`src/rtl/exec_pkg.sv`:
```
// Execute slice shared definitions
// Data widths, operand and operation encodings, CSR addresses
// and memory stage latency
`default_nettype none

package exec_pkg;

  localparam int XLEN    = 32;
  localparam int REG_AW  = 5;
  localparam int REG_NUM = 2 ** REG_AW;
  localparam int CSR_AW  = 12;

  // Operand source
  typedef enum logic [1:0] {
    REG_RF = 2'd0,
    IMM    = 2'd1,
    ZERO   = 2'd2,
    PC     = 2'd3
  } op_sel_t;

  // RV32I ALU funct3
  typedef enum logic [2:0] {
    ADD_SUB = 3'b000,
    SLL     = 3'b001,
    SLT     = 3'b010,
    SLTU    = 3'b011,
    XOR     = 3'b100,
    SRL_SRA = 3'b101,
    OR      = 3'b110,
    AND     = 3'b111
  } alu_f3_t;

  // Branch funct3
  typedef enum logic [2:0] {
    BEQ  = 3'b000,
    BNE  = 3'b001,
    BLT  = 3'b100,
    BGE  = 3'b101,
    BLTU = 3'b110,
    BGEU = 3'b111
  } branch_t;

  // Word-only memory operations
  typedef enum logic [1:0] {
    LSU_NONE  = 2'd0,
    LSU_LOAD  = 2'd1,
    LSU_STORE = 2'd2
  } lsu_op_t;

  typedef enum logic [1:0] {
    CSR_NONE = 2'd0,
    CSR_RW   = 2'd1,
    CSR_RS   = 2'd2,
    CSR_RC   = 2'd3
  } csr_op_t;

  localparam logic [CSR_AW-1:0] CSR_MSCRATCH = 12'h340;
  localparam logic [CSR_AW-1:0] CSR_MTVEC    = 12'h305;

  // Data memory, word addressed
  localparam int DMEM_WORDS = 16;
  localparam int DMEM_AW    = $clog2(DMEM_WORDS);

  // Extra cycles a load occupies the memory stage
  localparam int LOAD_LAT = 2;
  localparam int LAT_W    = $clog2(LOAD_LAT + 1);

endpackage

`default_nettype wire

```
`src/rtl/regfile.sv`:
```
// Integer register file
// 32 x 32 bits, two combinational read ports, one write port,
// x0 hardwired to zero
`timescale 1ns/1ps
`default_nettype none

module regfile
  import exec_pkg::*;
(
  input  wire                clk,
  input  wire                arst_n_i,
  input  wire [REG_AW-1:0]   rs1_addr_i,
  input  wire [REG_AW-1:0]   rs2_addr_i,
  output logic [XLEN-1:0]    rs1_data_o,
  output logic [XLEN-1:0]    rs2_data_o,
  input  wire                we_i,
  input  wire [REG_AW-1:0]   rd_addr_i,
  input  wire [XLEN-1:0]     rd_data_i
);

  logic [XLEN-1:0] regs_q [REG_NUM];

  always_ff @(posedge clk or negedge arst_n_i) begin : rf_write
    if (!arst_n_i) begin
      for (int i = 0; i < REG_NUM; i++) begin
        regs_q[i] <= '0;
      end
    end else if (we_i && (rd_addr_i != '0)) begin
      regs_q[rd_addr_i] <= rd_data_i;
    end
  end

  // No write bypass, execute forwards the writeback value
  always_comb begin : rf_read
    rs1_data_o = (rs1_addr_i == '0) ? '0 : regs_q[rs1_addr_i];
    rs2_data_o = (rs2_addr_i == '0) ? '0 : regs_q[rs2_addr_i];
  end

endmodule

`default_nettype wire

```
`src/rtl/csr.sv`:
```
// Machine CSRs for the execute stage
// mscratch and mtvec with read-write, set and clear access,
// old value returned on the read port
`timescale 1ns/1ps
`default_nettype none

module csr
  import exec_pkg::*;
(
  input  wire                clk,
  input  wire                arst_n_i,
  input  wire                stall_i,
  input  wire                kill_i,
  input  wire csr_op_t       op_i,
  input  wire [CSR_AW-1:0]   addr_i,
  input  wire [XLEN-1:0]     wdata_i,
  output logic [XLEN-1:0]    rdata_o
);

  logic [XLEN-1:0] mscratch_q;
  logic [XLEN-1:0] mtvec_q;
  logic [XLEN-1:0] new_val;
  logic            csr_wr;

  always_comb begin : csr_read
    case (addr_i)
      CSR_MSCRATCH: rdata_o = mscratch_q;
      CSR_MTVEC:    rdata_o = mtvec_q;
      default:      rdata_o = '0;
    endcase
  end

  always_comb begin : csr_modify
    case (op_i)
      CSR_RW:  new_val = wdata_i;
      CSR_RS:  new_val = rdata_o | wdata_i;
      CSR_RC:  new_val = rdata_o & ~wdata_i;
      default: new_val = rdata_o;
    endcase
  end

  // Squashed or stalled operations leave the CSRs untouched
  assign csr_wr = (op_i != CSR_NONE) && !stall_i && !kill_i;

  always_ff @(posedge clk or negedge arst_n_i) begin : csr_update
    if (!arst_n_i) begin
      mscratch_q <= '0;
      mtvec_q    <= '0;
    end else if (csr_wr) begin
      if (addr_i == CSR_MSCRATCH) begin
        mscratch_q <= new_val;
      end
      if (addr_i == CSR_MTVEC) begin
        mtvec_q <= new_val;
      end
    end
  end

endmodule

`default_nettype wire

```
`src/rtl/execute.sv`:
```
// Execute stage
// Operand select and forwarding, ALU, branch and jump resolution,
// CSR access, redirect pulse and the EX/MEM pipeline register
`timescale 1ns/1ps
`default_nettype none

module execute
  import exec_pkg::*;
(
  input  wire                clk,
  input  wire                arst_n_i,
  // Decode port
  input  wire                id_valid_i,
  output logic               id_ready_o,
  input  wire op_sel_t       rs1_sel_i,
  input  wire op_sel_t       rs2_sel_i,
  input  wire [REG_AW-1:0]   rs1_addr_i,
  input  wire [REG_AW-1:0]   rs2_addr_i,
  input  wire [REG_AW-1:0]   rd_addr_i,
  input  wire                we_rd_i,
  input  wire [XLEN-1:0]     imm_i,
  input  wire [XLEN-1:0]     pc_i,
  input  wire [2:0]          f3_i,
  input  wire                sub_sra_i,
  input  wire                branch_i,
  input  wire                jump_i,
  input  wire lsu_op_t       lsu_op_i,
  input  wire csr_op_t       csr_op_i,
  input  wire [CSR_AW-1:0]   csr_addr_i,
  // Register file read data
  input  wire [XLEN-1:0]     rs1_data_i,
  input  wire [XLEN-1:0]     rs2_data_i,
  // From memory/writeback
  input  wire [XLEN-1:0]     wb_value_i,
  input  wire                lsu_bp_i,
  // EX/MEM register
  output logic               mem_valid_o,
  output logic [XLEN-1:0]    mem_result_o,
  output logic [REG_AW-1:0]  mem_rd_o,
  output logic               mem_we_o,
  output lsu_op_t            mem_lsu_op_o,
  output logic [XLEN-1:0]    mem_wdata_o,
  // Redirect
  output logic               fetch_req_o,
  output logic [XLEN-1:0]    fetch_addr_o
);

  logic                   accept;
  logic                   fwd_ok;
  logic [XLEN-1:0]        rs1_val;
  logic [XLEN-1:0]        rs2_val;
  logic [XLEN-1:0]        op1;
  logic [XLEN-1:0]        op2;
  logic signed [XLEN-1:0] sra_res;
  logic [XLEN-1:0]        alu_res;
  logic [XLEN-1:0]        ex_result;
  logic [XLEN-1:0]        target;
  logic [XLEN-1:0]        csr_rdata;
  csr_op_t                csr_op;
  logic                   taken;
  logic                   squash_q;

  function automatic logic branch_dec(branch_t cond, logic [XLEN-1:0] a,
                                      logic [XLEN-1:0] b);
    case (cond)
      BEQ:     return a == b;
      BNE:     return a != b;
      BLT:     return $signed(a) < $signed(b);
      BGE:     return $signed(a) >= $signed(b);
      BLTU:    return a < b;
      BGEU:    return a >= b;
      default: return 1'b0;
    endcase
  endfunction

  function automatic logic [XLEN-1:0] operand(op_sel_t sel, logic [XLEN-1:0] rf_val,
                                              logic [XLEN-1:0] imm, logic [XLEN-1:0] pc);
    case (sel)
      REG_RF:  return rf_val;
      IMM:     return imm;
      PC:      return pc;
      default: return '0;
    endcase
  endfunction

  assign id_ready_o = !lsu_bp_i;
  assign accept     = id_valid_i && id_ready_o;

  // Forward the writeback value over a stale register file read
  assign fwd_ok  = mem_we_o && (mem_rd_o != '0);
  assign rs1_val = (fwd_ok && (mem_rd_o == rs1_addr_i)) ? wb_value_i : rs1_data_i;
  assign rs2_val = (fwd_ok && (mem_rd_o == rs2_addr_i)) ? wb_value_i : rs2_data_i;

  assign op1     = operand(rs1_sel_i, rs1_val, imm_i, pc_i);
  assign op2     = operand(rs2_sel_i, rs2_val, imm_i, pc_i);
  assign sra_res = $signed(op1) >>> op2[4:0];

  always_comb begin : alu
    case (alu_f3_t'(f3_i))
      ADD_SUB: alu_res = sub_sra_i ? op1 - op2 : op1 + op2;
      SLL:     alu_res = op1 << op2[4:0];
      SLT:     alu_res = ($signed(op1) < $signed(op2)) ? XLEN'(1) : '0;
      SLTU:    alu_res = (op1 < op2) ? XLEN'(1) : '0;
      XOR:     alu_res = op1 ^ op2;
      SRL_SRA: alu_res = sub_sra_i ? sra_res : op1 >> op2[4:0];
      OR:      alu_res = op1 | op2;
      AND:     alu_res = op1 & op2;
      default: alu_res = '0;
    endcase
  end

  assign taken  = jump_i || (branch_i && branch_dec(branch_t'(f3_i), rs1_val, rs2_val));
  assign target = jump_i ? {alu_res[XLEN-1:1], 1'b0} : pc_i + imm_i;

  always_comb begin : result_sel
    if (jump_i) begin
      ex_result = pc_i + XLEN'(4);
    end else if (csr_op_i != CSR_NONE) begin
      ex_result = csr_rdata;
    end else begin
      ex_result = alu_res;
    end
  end

  assign csr_op = id_valid_i ? csr_op_i : CSR_NONE;

  csr u_csr (
    .clk      (clk),
    .arst_n_i (arst_n_i),
    .stall_i  (lsu_bp_i),
    .kill_i   (squash_q),
    .op_i     (csr_op),
    .addr_i   (csr_addr_i),
    .wdata_i  (op1),
    .rdata_o  (csr_rdata)
  );

  // squash_q marks the next accepted operation as dead
  always_ff @(posedge clk or negedge arst_n_i) begin : ctrl_regs
    if (!arst_n_i) begin
      mem_valid_o  <= 1'b0;
      mem_we_o     <= 1'b0;
      mem_lsu_op_o <= LSU_NONE;
      fetch_req_o  <= 1'b0;
      squash_q     <= 1'b0;
    end else begin
      fetch_req_o <= accept && taken && !squash_q;
      if (accept) begin
        squash_q <= taken && !squash_q;
      end
      if (!lsu_bp_i) begin
        mem_valid_o  <= id_valid_i;
        mem_we_o     <= id_valid_i && we_rd_i && !squash_q;
        mem_lsu_op_o <= (id_valid_i && !squash_q) ? lsu_op_i : LSU_NONE;
      end
    end
  end

  always_ff @(posedge clk) begin : payload_regs
    if (!lsu_bp_i) begin
      mem_result_o <= ex_result;
      mem_rd_o     <= rd_addr_i;
      mem_wdata_o  <= rs2_val;
    end
    if (accept && (branch_i || jump_i)) begin
      fetch_addr_o <= target;
    end
  end

endmodule

`default_nettype wire

```
`src/rtl/lsu_wb.sv`:
```
// Memory and writeback stage
// 16-word data memory, loads held for a fixed latency with
// back-pressure to execute, drives the register write port
`timescale 1ns/1ps
`default_nettype none

module lsu_wb
  import exec_pkg::*;
(
  input  wire                clk,
  input  wire                arst_n_i,
  input  wire                mem_valid_i,
  input  wire [XLEN-1:0]     mem_result_i,
  input  wire [REG_AW-1:0]   mem_rd_i,
  input  wire                mem_we_i,
  input  wire lsu_op_t       mem_lsu_op_i,
  input  wire [XLEN-1:0]     mem_wdata_i,
  output logic               lsu_bp_o,
  output logic               wb_we_o,
  output logic [REG_AW-1:0]  wb_rd_o,
  output logic [XLEN-1:0]    wb_data_o
);

  logic [XLEN-1:0]    dmem_q [DMEM_WORDS];
  logic [DMEM_AW-1:0] dmem_addr;
  logic               is_load;
  logic               is_store;
  logic [LAT_W-1:0]   lat_cnt_q;

  // Word address from the ALU result
  assign dmem_addr = mem_result_i[DMEM_AW+1:2];
  assign is_load   = mem_valid_i && (mem_lsu_op_i == LSU_LOAD);
  assign is_store  = mem_valid_i && (mem_lsu_op_i == LSU_STORE);

  // Held high from the load's first cycle until the count expires
  assign lsu_bp_o = is_load && (lat_cnt_q < LOAD_LAT);

  always_ff @(posedge clk or negedge arst_n_i) begin : load_timer
    if (!arst_n_i) begin
      lat_cnt_q <= '0;
    end else if (lsu_bp_o) begin
      lat_cnt_q <= lat_cnt_q + 1'b1;
    end else begin
      lat_cnt_q <= '0;
    end
  end

  always_ff @(posedge clk or negedge arst_n_i) begin : dmem_write
    if (!arst_n_i) begin
      for (int i = 0; i < DMEM_WORDS; i++) begin
        dmem_q[i] <= '0;
      end
    end else if (is_store) begin
      dmem_q[dmem_addr] <= mem_wdata_i;
    end
  end

  always_comb begin : writeback
    wb_rd_o   = mem_rd_i;
    wb_data_o = is_load ? dmem_q[dmem_addr] : mem_result_i;
    // loads only write back once the latency has elapsed
    wb_we_o   = mem_valid_i && mem_we_i && (mem_rd_i != '0) && !is_store && !lsu_bp_o;
  end

endmodule

`default_nettype wire

```
`src/rtl/exec_core.sv`:
```
// Execute slice top level
// Register file, execute stage and memory/writeback stage
`timescale 1ns/1ps
`default_nettype none

module exec_core
  import exec_pkg::*;
(
  input  wire                clk,
  input  wire                arst_n_i,
  // Decode port
  input  wire                id_valid_i,
  output logic               id_ready_o,
  input  wire op_sel_t       rs1_sel_i,
  input  wire op_sel_t       rs2_sel_i,
  input  wire [REG_AW-1:0]   rs1_addr_i,
  input  wire [REG_AW-1:0]   rs2_addr_i,
  input  wire [REG_AW-1:0]   rd_addr_i,
  input  wire                we_rd_i,
  input  wire [XLEN-1:0]     imm_i,
  input  wire [XLEN-1:0]     pc_i,
  input  wire [2:0]          f3_i,
  input  wire                sub_sra_i,
  input  wire                branch_i,
  input  wire                jump_i,
  input  wire lsu_op_t       lsu_op_i,
  input  wire csr_op_t       csr_op_i,
  input  wire [CSR_AW-1:0]   csr_addr_i,
  // Redirect
  output logic               fetch_req_o,
  output logic [XLEN-1:0]    fetch_addr_o,
  // Writeback
  output logic               wb_valid_o,
  output logic [REG_AW-1:0]  wb_rd_o,
  output logic [XLEN-1:0]    wb_data_o
);

  logic [XLEN-1:0]   rs1_data;
  logic [XLEN-1:0]   rs2_data;
  logic              lsu_bp;
  logic              mem_valid;
  logic [XLEN-1:0]   mem_result;
  logic [REG_AW-1:0] mem_rd;
  logic              mem_we;
  lsu_op_t           mem_lsu_op;
  logic [XLEN-1:0]   mem_wdata;

  regfile u_regfile (
    .clk        (clk),
    .arst_n_i   (arst_n_i),
    .rs1_addr_i (rs1_addr_i),
    .rs2_addr_i (rs2_addr_i),
    .rs1_data_o (rs1_data),
    .rs2_data_o (rs2_data),
    .we_i       (wb_valid_o),
    .rd_addr_i  (wb_rd_o),
    .rd_data_i  (wb_data_o)
  );

  execute u_execute (
    .clk          (clk),
    .arst_n_i     (arst_n_i),
    .id_valid_i   (id_valid_i),
    .id_ready_o   (id_ready_o),
    .rs1_sel_i    (rs1_sel_i),
    .rs2_sel_i    (rs2_sel_i),
    .rs1_addr_i   (rs1_addr_i),
    .rs2_addr_i   (rs2_addr_i),
    .rd_addr_i    (rd_addr_i),
    .we_rd_i      (we_rd_i),
    .imm_i        (imm_i),
    .pc_i         (pc_i),
    .f3_i         (f3_i),
    .sub_sra_i    (sub_sra_i),
    .branch_i     (branch_i),
    .jump_i       (jump_i),
    .lsu_op_i     (lsu_op_i),
    .csr_op_i     (csr_op_i),
    .csr_addr_i   (csr_addr_i),
    .rs1_data_i   (rs1_data),
    .rs2_data_i   (rs2_data),
    .wb_value_i   (wb_data_o),
    .lsu_bp_i     (lsu_bp),
    .mem_valid_o  (mem_valid),
    .mem_result_o (mem_result),
    .mem_rd_o     (mem_rd),
    .mem_we_o     (mem_we),
    .mem_lsu_op_o (mem_lsu_op),
    .mem_wdata_o  (mem_wdata),
    .fetch_req_o  (fetch_req_o),
    .fetch_addr_o (fetch_addr_o)
  );

  lsu_wb u_lsu_wb (
    .clk          (clk),
    .arst_n_i     (arst_n_i),
    .mem_valid_i  (mem_valid),
    .mem_result_i (mem_result),
    .mem_rd_i     (mem_rd),
    .mem_we_i     (mem_we),
    .mem_lsu_op_i (mem_lsu_op),
    .mem_wdata_i  (mem_wdata),
    .lsu_bp_o     (lsu_bp),
    .wb_we_o      (wb_valid_o),
    .wb_rd_o      (wb_rd_o),
    .wb_data_o    (wb_data_o)
  );

endmodule

`default_nettype wire

```
`config.mk`:
```
export PLATFORM = sky130hd
export DESIGN_NAME = exec_core
export DESIGN_NICKNAME = d
export VERILOG_FILES = /design/src/rtl/exec_pkg.sv /design/src/rtl/regfile.sv /design/src/rtl/csr.sv /design/src/rtl/execute.sv /design/src/rtl/lsu_wb.sv /design/src/rtl/exec_core.sv
export SDC_FILE = /design/constraint.sdc
export NUM_CORES = 2
export LEC_CHECK = 0
export BUFFER_PORTS_ARGS = -buffer_cell sky130_fd_sc_hd__buf_2
export CAP_MARGIN = 20
export CORE_UTILIZATION = 64
export CTS_CLUSTER_SIZE = 16
export DETAILED_ROUTE_END_ITERATION = 6
export GPL_TIMING_DRIVEN = 0
export PLACE_DENSITY = 0.86
export SKIP_CTS_REPAIR_TIMING = 1
export SLEW_MARGIN = 20
export SYNTH_ARGS = -nofsm -noshare
export SYNTH_HDL_FRONTEND = slang
export SYNTH_SLANG_ARGS = --single-unit
```
`constraint.sdc`:
```
create_clock -name clk -period 6.8 [get_ports clk]
set_input_delay 1.7 -clock clk [delete_from_list [all_inputs] [get_ports clk]]
set_output_delay 1.7 -clock clk [all_outputs]
set_load 0.05 [all_outputs]
```
==> flow_summary.toml, run 1 <==
[run_status]
outcome = "stopped before the end"
haltStage = "global routing (5_1_grt)"
tool.error = "[ERROR GRT-0232] Routing congestion too high. Check the congestion heatmap in the GUI."

[synth]
yosysSeqAreaShare_pct = 44.5
synth_nets = 9583
synth_cell_types = 110
yosys_warnings = 0
netlist_area_um2 = 97300
syn_avg_cell_area_um2 = 10.4
synthArstFlopShare_pct = 94.1
synthFlopType = "dfrtp_1"
synth-seq-cells = 1709
synth_cells = 9310
synth_edf_count = 101

[floorplanning]
io_pins = 181
dieWidth_um = 392
start_util_pct = 64.7
die_y_um = 392
rows = 142

[clock_network]
h-tree-depth = 4
cts_made_buffers = 174
clk_path_buf_depth = 3
cts.sinks = 1709
cts-root-buf = "clkbuf_16"

[place]
gp_congestion = 1.24
dpl.hpwl_mm = 372
numPortBuffers = 170

[grt]
grt_use_total_pct = 79.6
grt_overflow_total = 76
grt_max_degree = 145

[sta]
endpoint_type = "register data pin"
worst_endpoint = "u_execute.mem_result_o[14]$_DFFE_PN_/D"
[metrics by stage]
| step | hold WS (ps) | cells | setup slack (ps) | util (%) | area (µm²) |
|---|---|---|---|---|---|
| 4_1_cts | 434 | 11864 | -3880 | 72.0 | 108000 |
| 3_5_place_dp | 409 | 11541 | -4640 | 67.9 | 102000 |
| 3_3_place_gp | 404 | 11496 | -30390 | 67.2 | 101000 |
| 2_1_floorplan | 395 | 9310 | 1.63 | - | 97600 |
[synthesized netlist by cell type, types with 76 or more instances]
master | count | area share, %
dfrtp_1 | 1608 | 41
nor2_1 | 300 | 1.2
nand3_1 | 98 | 0.50
o21ai_0 | 1340 | 6.9
o211ai_1 | 76 | 0.59
nand2_1 | 1363 | 5.3
mux2i_1 | 408 | 4.2
a22oi_1 | 127 | 0.98
inv_1 | 209 | 0.81
edfxtp_1 | 101 | 3.1
buf_2 | 95 | 0.49
clkbuf_1 | 620 | 2.4
a21oi_1 | 395 | 2.0
buf_1 | 84 | 0.32
ha_1 | 161 | 2.1
mux2_2 | 676 | 7.8
o22ai_1 | 118 | 0.76
a221oi_1 | 85 | 0.77
mux4_2 | 447 | 10
[metal layers]
| layer | track usage [%] | overflow |
|---|---|---|
| met5 | 47.4 | 1 |
| met1 | 78.2 | 1 |
| met3 | 68.8 | 2 |
| met4 | 78.8 | 29 |
| met2 | 93.0 | 43 |
[logic make-up after synthesis]
group,count (synthesis),share of synthesized area [%]
XOR/XNOR,89,0.801
adder cells (fa/ha/maj),164,2.13
multiplexers,1535,22.5
buffers and inverters,1078,4.66
AO/OA/AOI/OAI,2642,16.4
AND/OR/NAND/NOR,2093,9.09
flip-flops,1709,44.5
==> run 2: changes to the inputs <==
--- a/config.mk
+++ b/config.mk
@@ -7,11 +7,10 @@
 export LEC_CHECK = 0
 export BUFFER_PORTS_ARGS = -buffer_cell sky130_fd_sc_hd__buf_2
 export CAP_MARGIN = 20
-export CORE_UTILIZATION = 64
-export CTS_CLUSTER_SIZE = 16
+export CORE_UTILIZATION = 40
 export DETAILED_ROUTE_END_ITERATION = 6
 export GPL_TIMING_DRIVEN = 0
-export PLACE_DENSITY = 0.86
+export PLACE_DENSITY_LB_ADDON = 0.15
 export SKIP_CTS_REPAIR_TIMING = 1
 export SLEW_MARGIN = 20
 export SYNTH_ARGS = -nofsm -noshare
==> flow_summary.toml, run 2 <==
[worst_setup_path]
worstSetupStartpointType = "primary input"
cp.arrival_ps = 7940
critPathRequiredTime_ps = 7370
worst_setup_path_end_kind = "flop"
criticalPathCategory = "primary input to flop"
cp_max_fo = 10

[sta]
fin_crit_sh_pct = 108
finalHoldViolations = 0
rsz0062_at_grt = "yes"
skew_ps = 95.2
worst_slew_margin_rel_pct = 12.8
worst_slack_ps = -571
fin_crit_ps = 7370
worstMarginPinSlew_ps = 1310
setup_viol = 57
fmaxAchievable_mhz = 136
slew_violations = 0

[synth]
synth_area_leaders = "dfrtp_1 (41%), mux4_2 (10%), mux2_2 (7.8%), o21ai_0 (6.9%), nand2_1 (5.3%)"
synthTopCellsByCount = "dfrtp_1 (1608), nand2_1 (1363), o21ai_0 (1340)"
synthArstFlopShare_pct = 94.1
yosysSeqAreaShare_pct = 44.5
synthMuxAreaShare_pct = 22.5
synthSimpleGateAreaFrac_pct = 9.09
synth_cells = 9310
synth_nets = 9583
synth-seq-cells = 1709
synth_top_family_by_area = "multiplexers"
synth_fa_ha_area_share_pct = 2.13
netlist_area_um2 = 97300
yosys_warnings = 0
synthFlopType = "dfrtp_1"
yosys.cell_count.top_type = "dfrtp_1"
synth_cell_types = 110
synth_edf_count = 101
synth_top_area_share_pct = 41.4
syn_avg_cell_area_um2 = 10.4
synth_largest_area_cell = "dfrtp_1"
synth_compound_area_share_pct = 16.4
synth-xor-area-share_pct = 0.801

[place]
dp.cells = 12726
dpl.hpwl_mm = 431
gp_congestion = 1.05
numPortBuffers = 170

[detailed_routing]
num_vias = 91448
wl_per_cell_um = 43.2
drt_first_pass_iters = 7
ant_nets = 0
drc = 1
routed_wl_mm = 581
met3_length_mm = 66.5
via_per_inst = 6.80
dr.max_layer_used = "met5"
wl_met1_mm = 209
dr_wl_met2_mm = 246
first_iter_violations = 13120

[clock_network]
h-tree-depth = 4
cts_tree = "yes"
cts_made_buffers = 191
cts-root-buf = "clkbuf_16"
cts.sinks = 1709
clkLatencyLatePin_ps = 930
clk_path_buf_depth = 3
clk_pin_slew_ps = 60

[floorplanning]
io_pins = 181
start_util_pct = 40.3
die_y_um = 495
dieWidth_um = 495
dieArea_um2 = 245000
coreArea_um2 = 241000
rows = 180

[layout]
stdcell_count = 13452
mostFrequentLayoutCells = "dfrtp_1 (1608), nand2_1 (1354), o21ai_0 (1237)"
area_growth_pct = 23.8
regMostFlops = "u_regfile.regs_q"
fin_nets = 10338
largest_reg_flops = 1024
finalCoreUtilization_pct = 49.9
mostFrequentLayoutCell = "dfrtp_1"
drive_gt1_share_pct = 29.7
largestRegisters = "u_regfile.regs_q: 1024 flops, u_lsu_wb.dmem_q: 512 flops"

[grt]
grt_pass1_vias = 86143
grt_use_total_pct = 46.2
grt_pass1_wl_mm = 762
antenna_found_initial = 70
grt_max_degree = 134
grt_overflow_total = 0

[pwr]
power.density_nw_per_um2 = 302
power_leakage_nw = 52.1
p_total_w = 0.0364
peakVddDrop_v = 0.000319

[run_status]
violations = "DRC, setup timing"
outcome = "finished, violations left"

[job]
drv_cap = 0

[min_path]
hp-class = "flop to flop"
## run 2: layout make-up
type,count,area [µm²]
antenna,41,103
buffer,845,6230
clock buffer,275,5670
clock inverter,79,1180
fill,22227,121000
inverter,214,855
multi-input combinational,6524,53900
sequential,1709,43300
tap,3185,3990
timing repair buffer,580,5250
## run 2: worst paths after layout
check,startpoint,end,slack [ps],cells past startpoint
max,rs1_addr_i[3],u_execute.mem_result_o[28],-570,24
min,u_lsu_wb.lat_cnt_q[0],u_lsu_wb.lat_cnt_q[0],430,1
max reg2reg,u_execute.mem_result_o[3],u_execute.mem_result_o[14],-390,29
min reg2reg,u_lsu_wb.lat_cnt_q[0],u_lsu_wb.lat_cnt_q[0],430,1
max in group asynchronous,arst_n_i,u_regfile.regs_q[600],2770,6
min in group asynchronous,arst_n_i,u_lsu_wb.dmem_q[238],630,1
## run 2: metal layers
metal | global-route usage, % | up-vias
met5 | 0 | -
met4 | 38.8 | 24
met3 | 13.9 | 1978
met2 | 66.9 | 6933
met1 | 56.5 | 46777
li1 | - | 35736
## run 2: cell families after synthesis
logic type,after synthesis
adders and majority gates,164
buffers and inverters,1078
xor gates and xnor gates,89
DFF,1709
muxes,1535
AOI/OAI and AO/OA,2642
and+or+nand+nor,2093
## run 2: where the power goes
part           leakage, nW  total (W)  internal [W]  switching [W]
combinational         25.5     0.0116       0.00405        0.00752
sequential            23.3     0.0135        0.0121        0.00138
clock                 3.35     0.0113       0.00652        0.00481
total                 52.1     0.0364        0.0226         0.0137
## run 2: worst max-delay path, cell delays in order
cell	delay, ps
buf_2	210
buf_4	230
buf_2	520
buf_4	550
nand2_1	210
nand4_1	220
nand4_1	320
o22ai_4	350
o221a_2	250
buf_4	320
ha_4	300
o21ai_1	160
nand2_1	90
a21o_1	190
o211ai_1	80
buf_4	170
a21oi_4	80
or4_4	500
a41o_1	330
a211oi_2	230
o22ai_2	130
mux2i_4	250
o41ai_2	370
o21ai_1	110
## run 2: stage by stage
stage          hold WS (ps)  setup TNS, ps  worst slack, ps  instance area [µm²]
4_1_cts                 437        -211020            -4010               111000
5_1_grt                 451         -11720             -505               120000
2_1_floorplan           395              0             1.63                97600
3_3_place_gp            406              -           -32780               102000
6_report                435         -15420             -571               120000
3_5_place_dp            429        -280280            -4850               104000
Note: power is estimated with default switching activity, not from simulation.
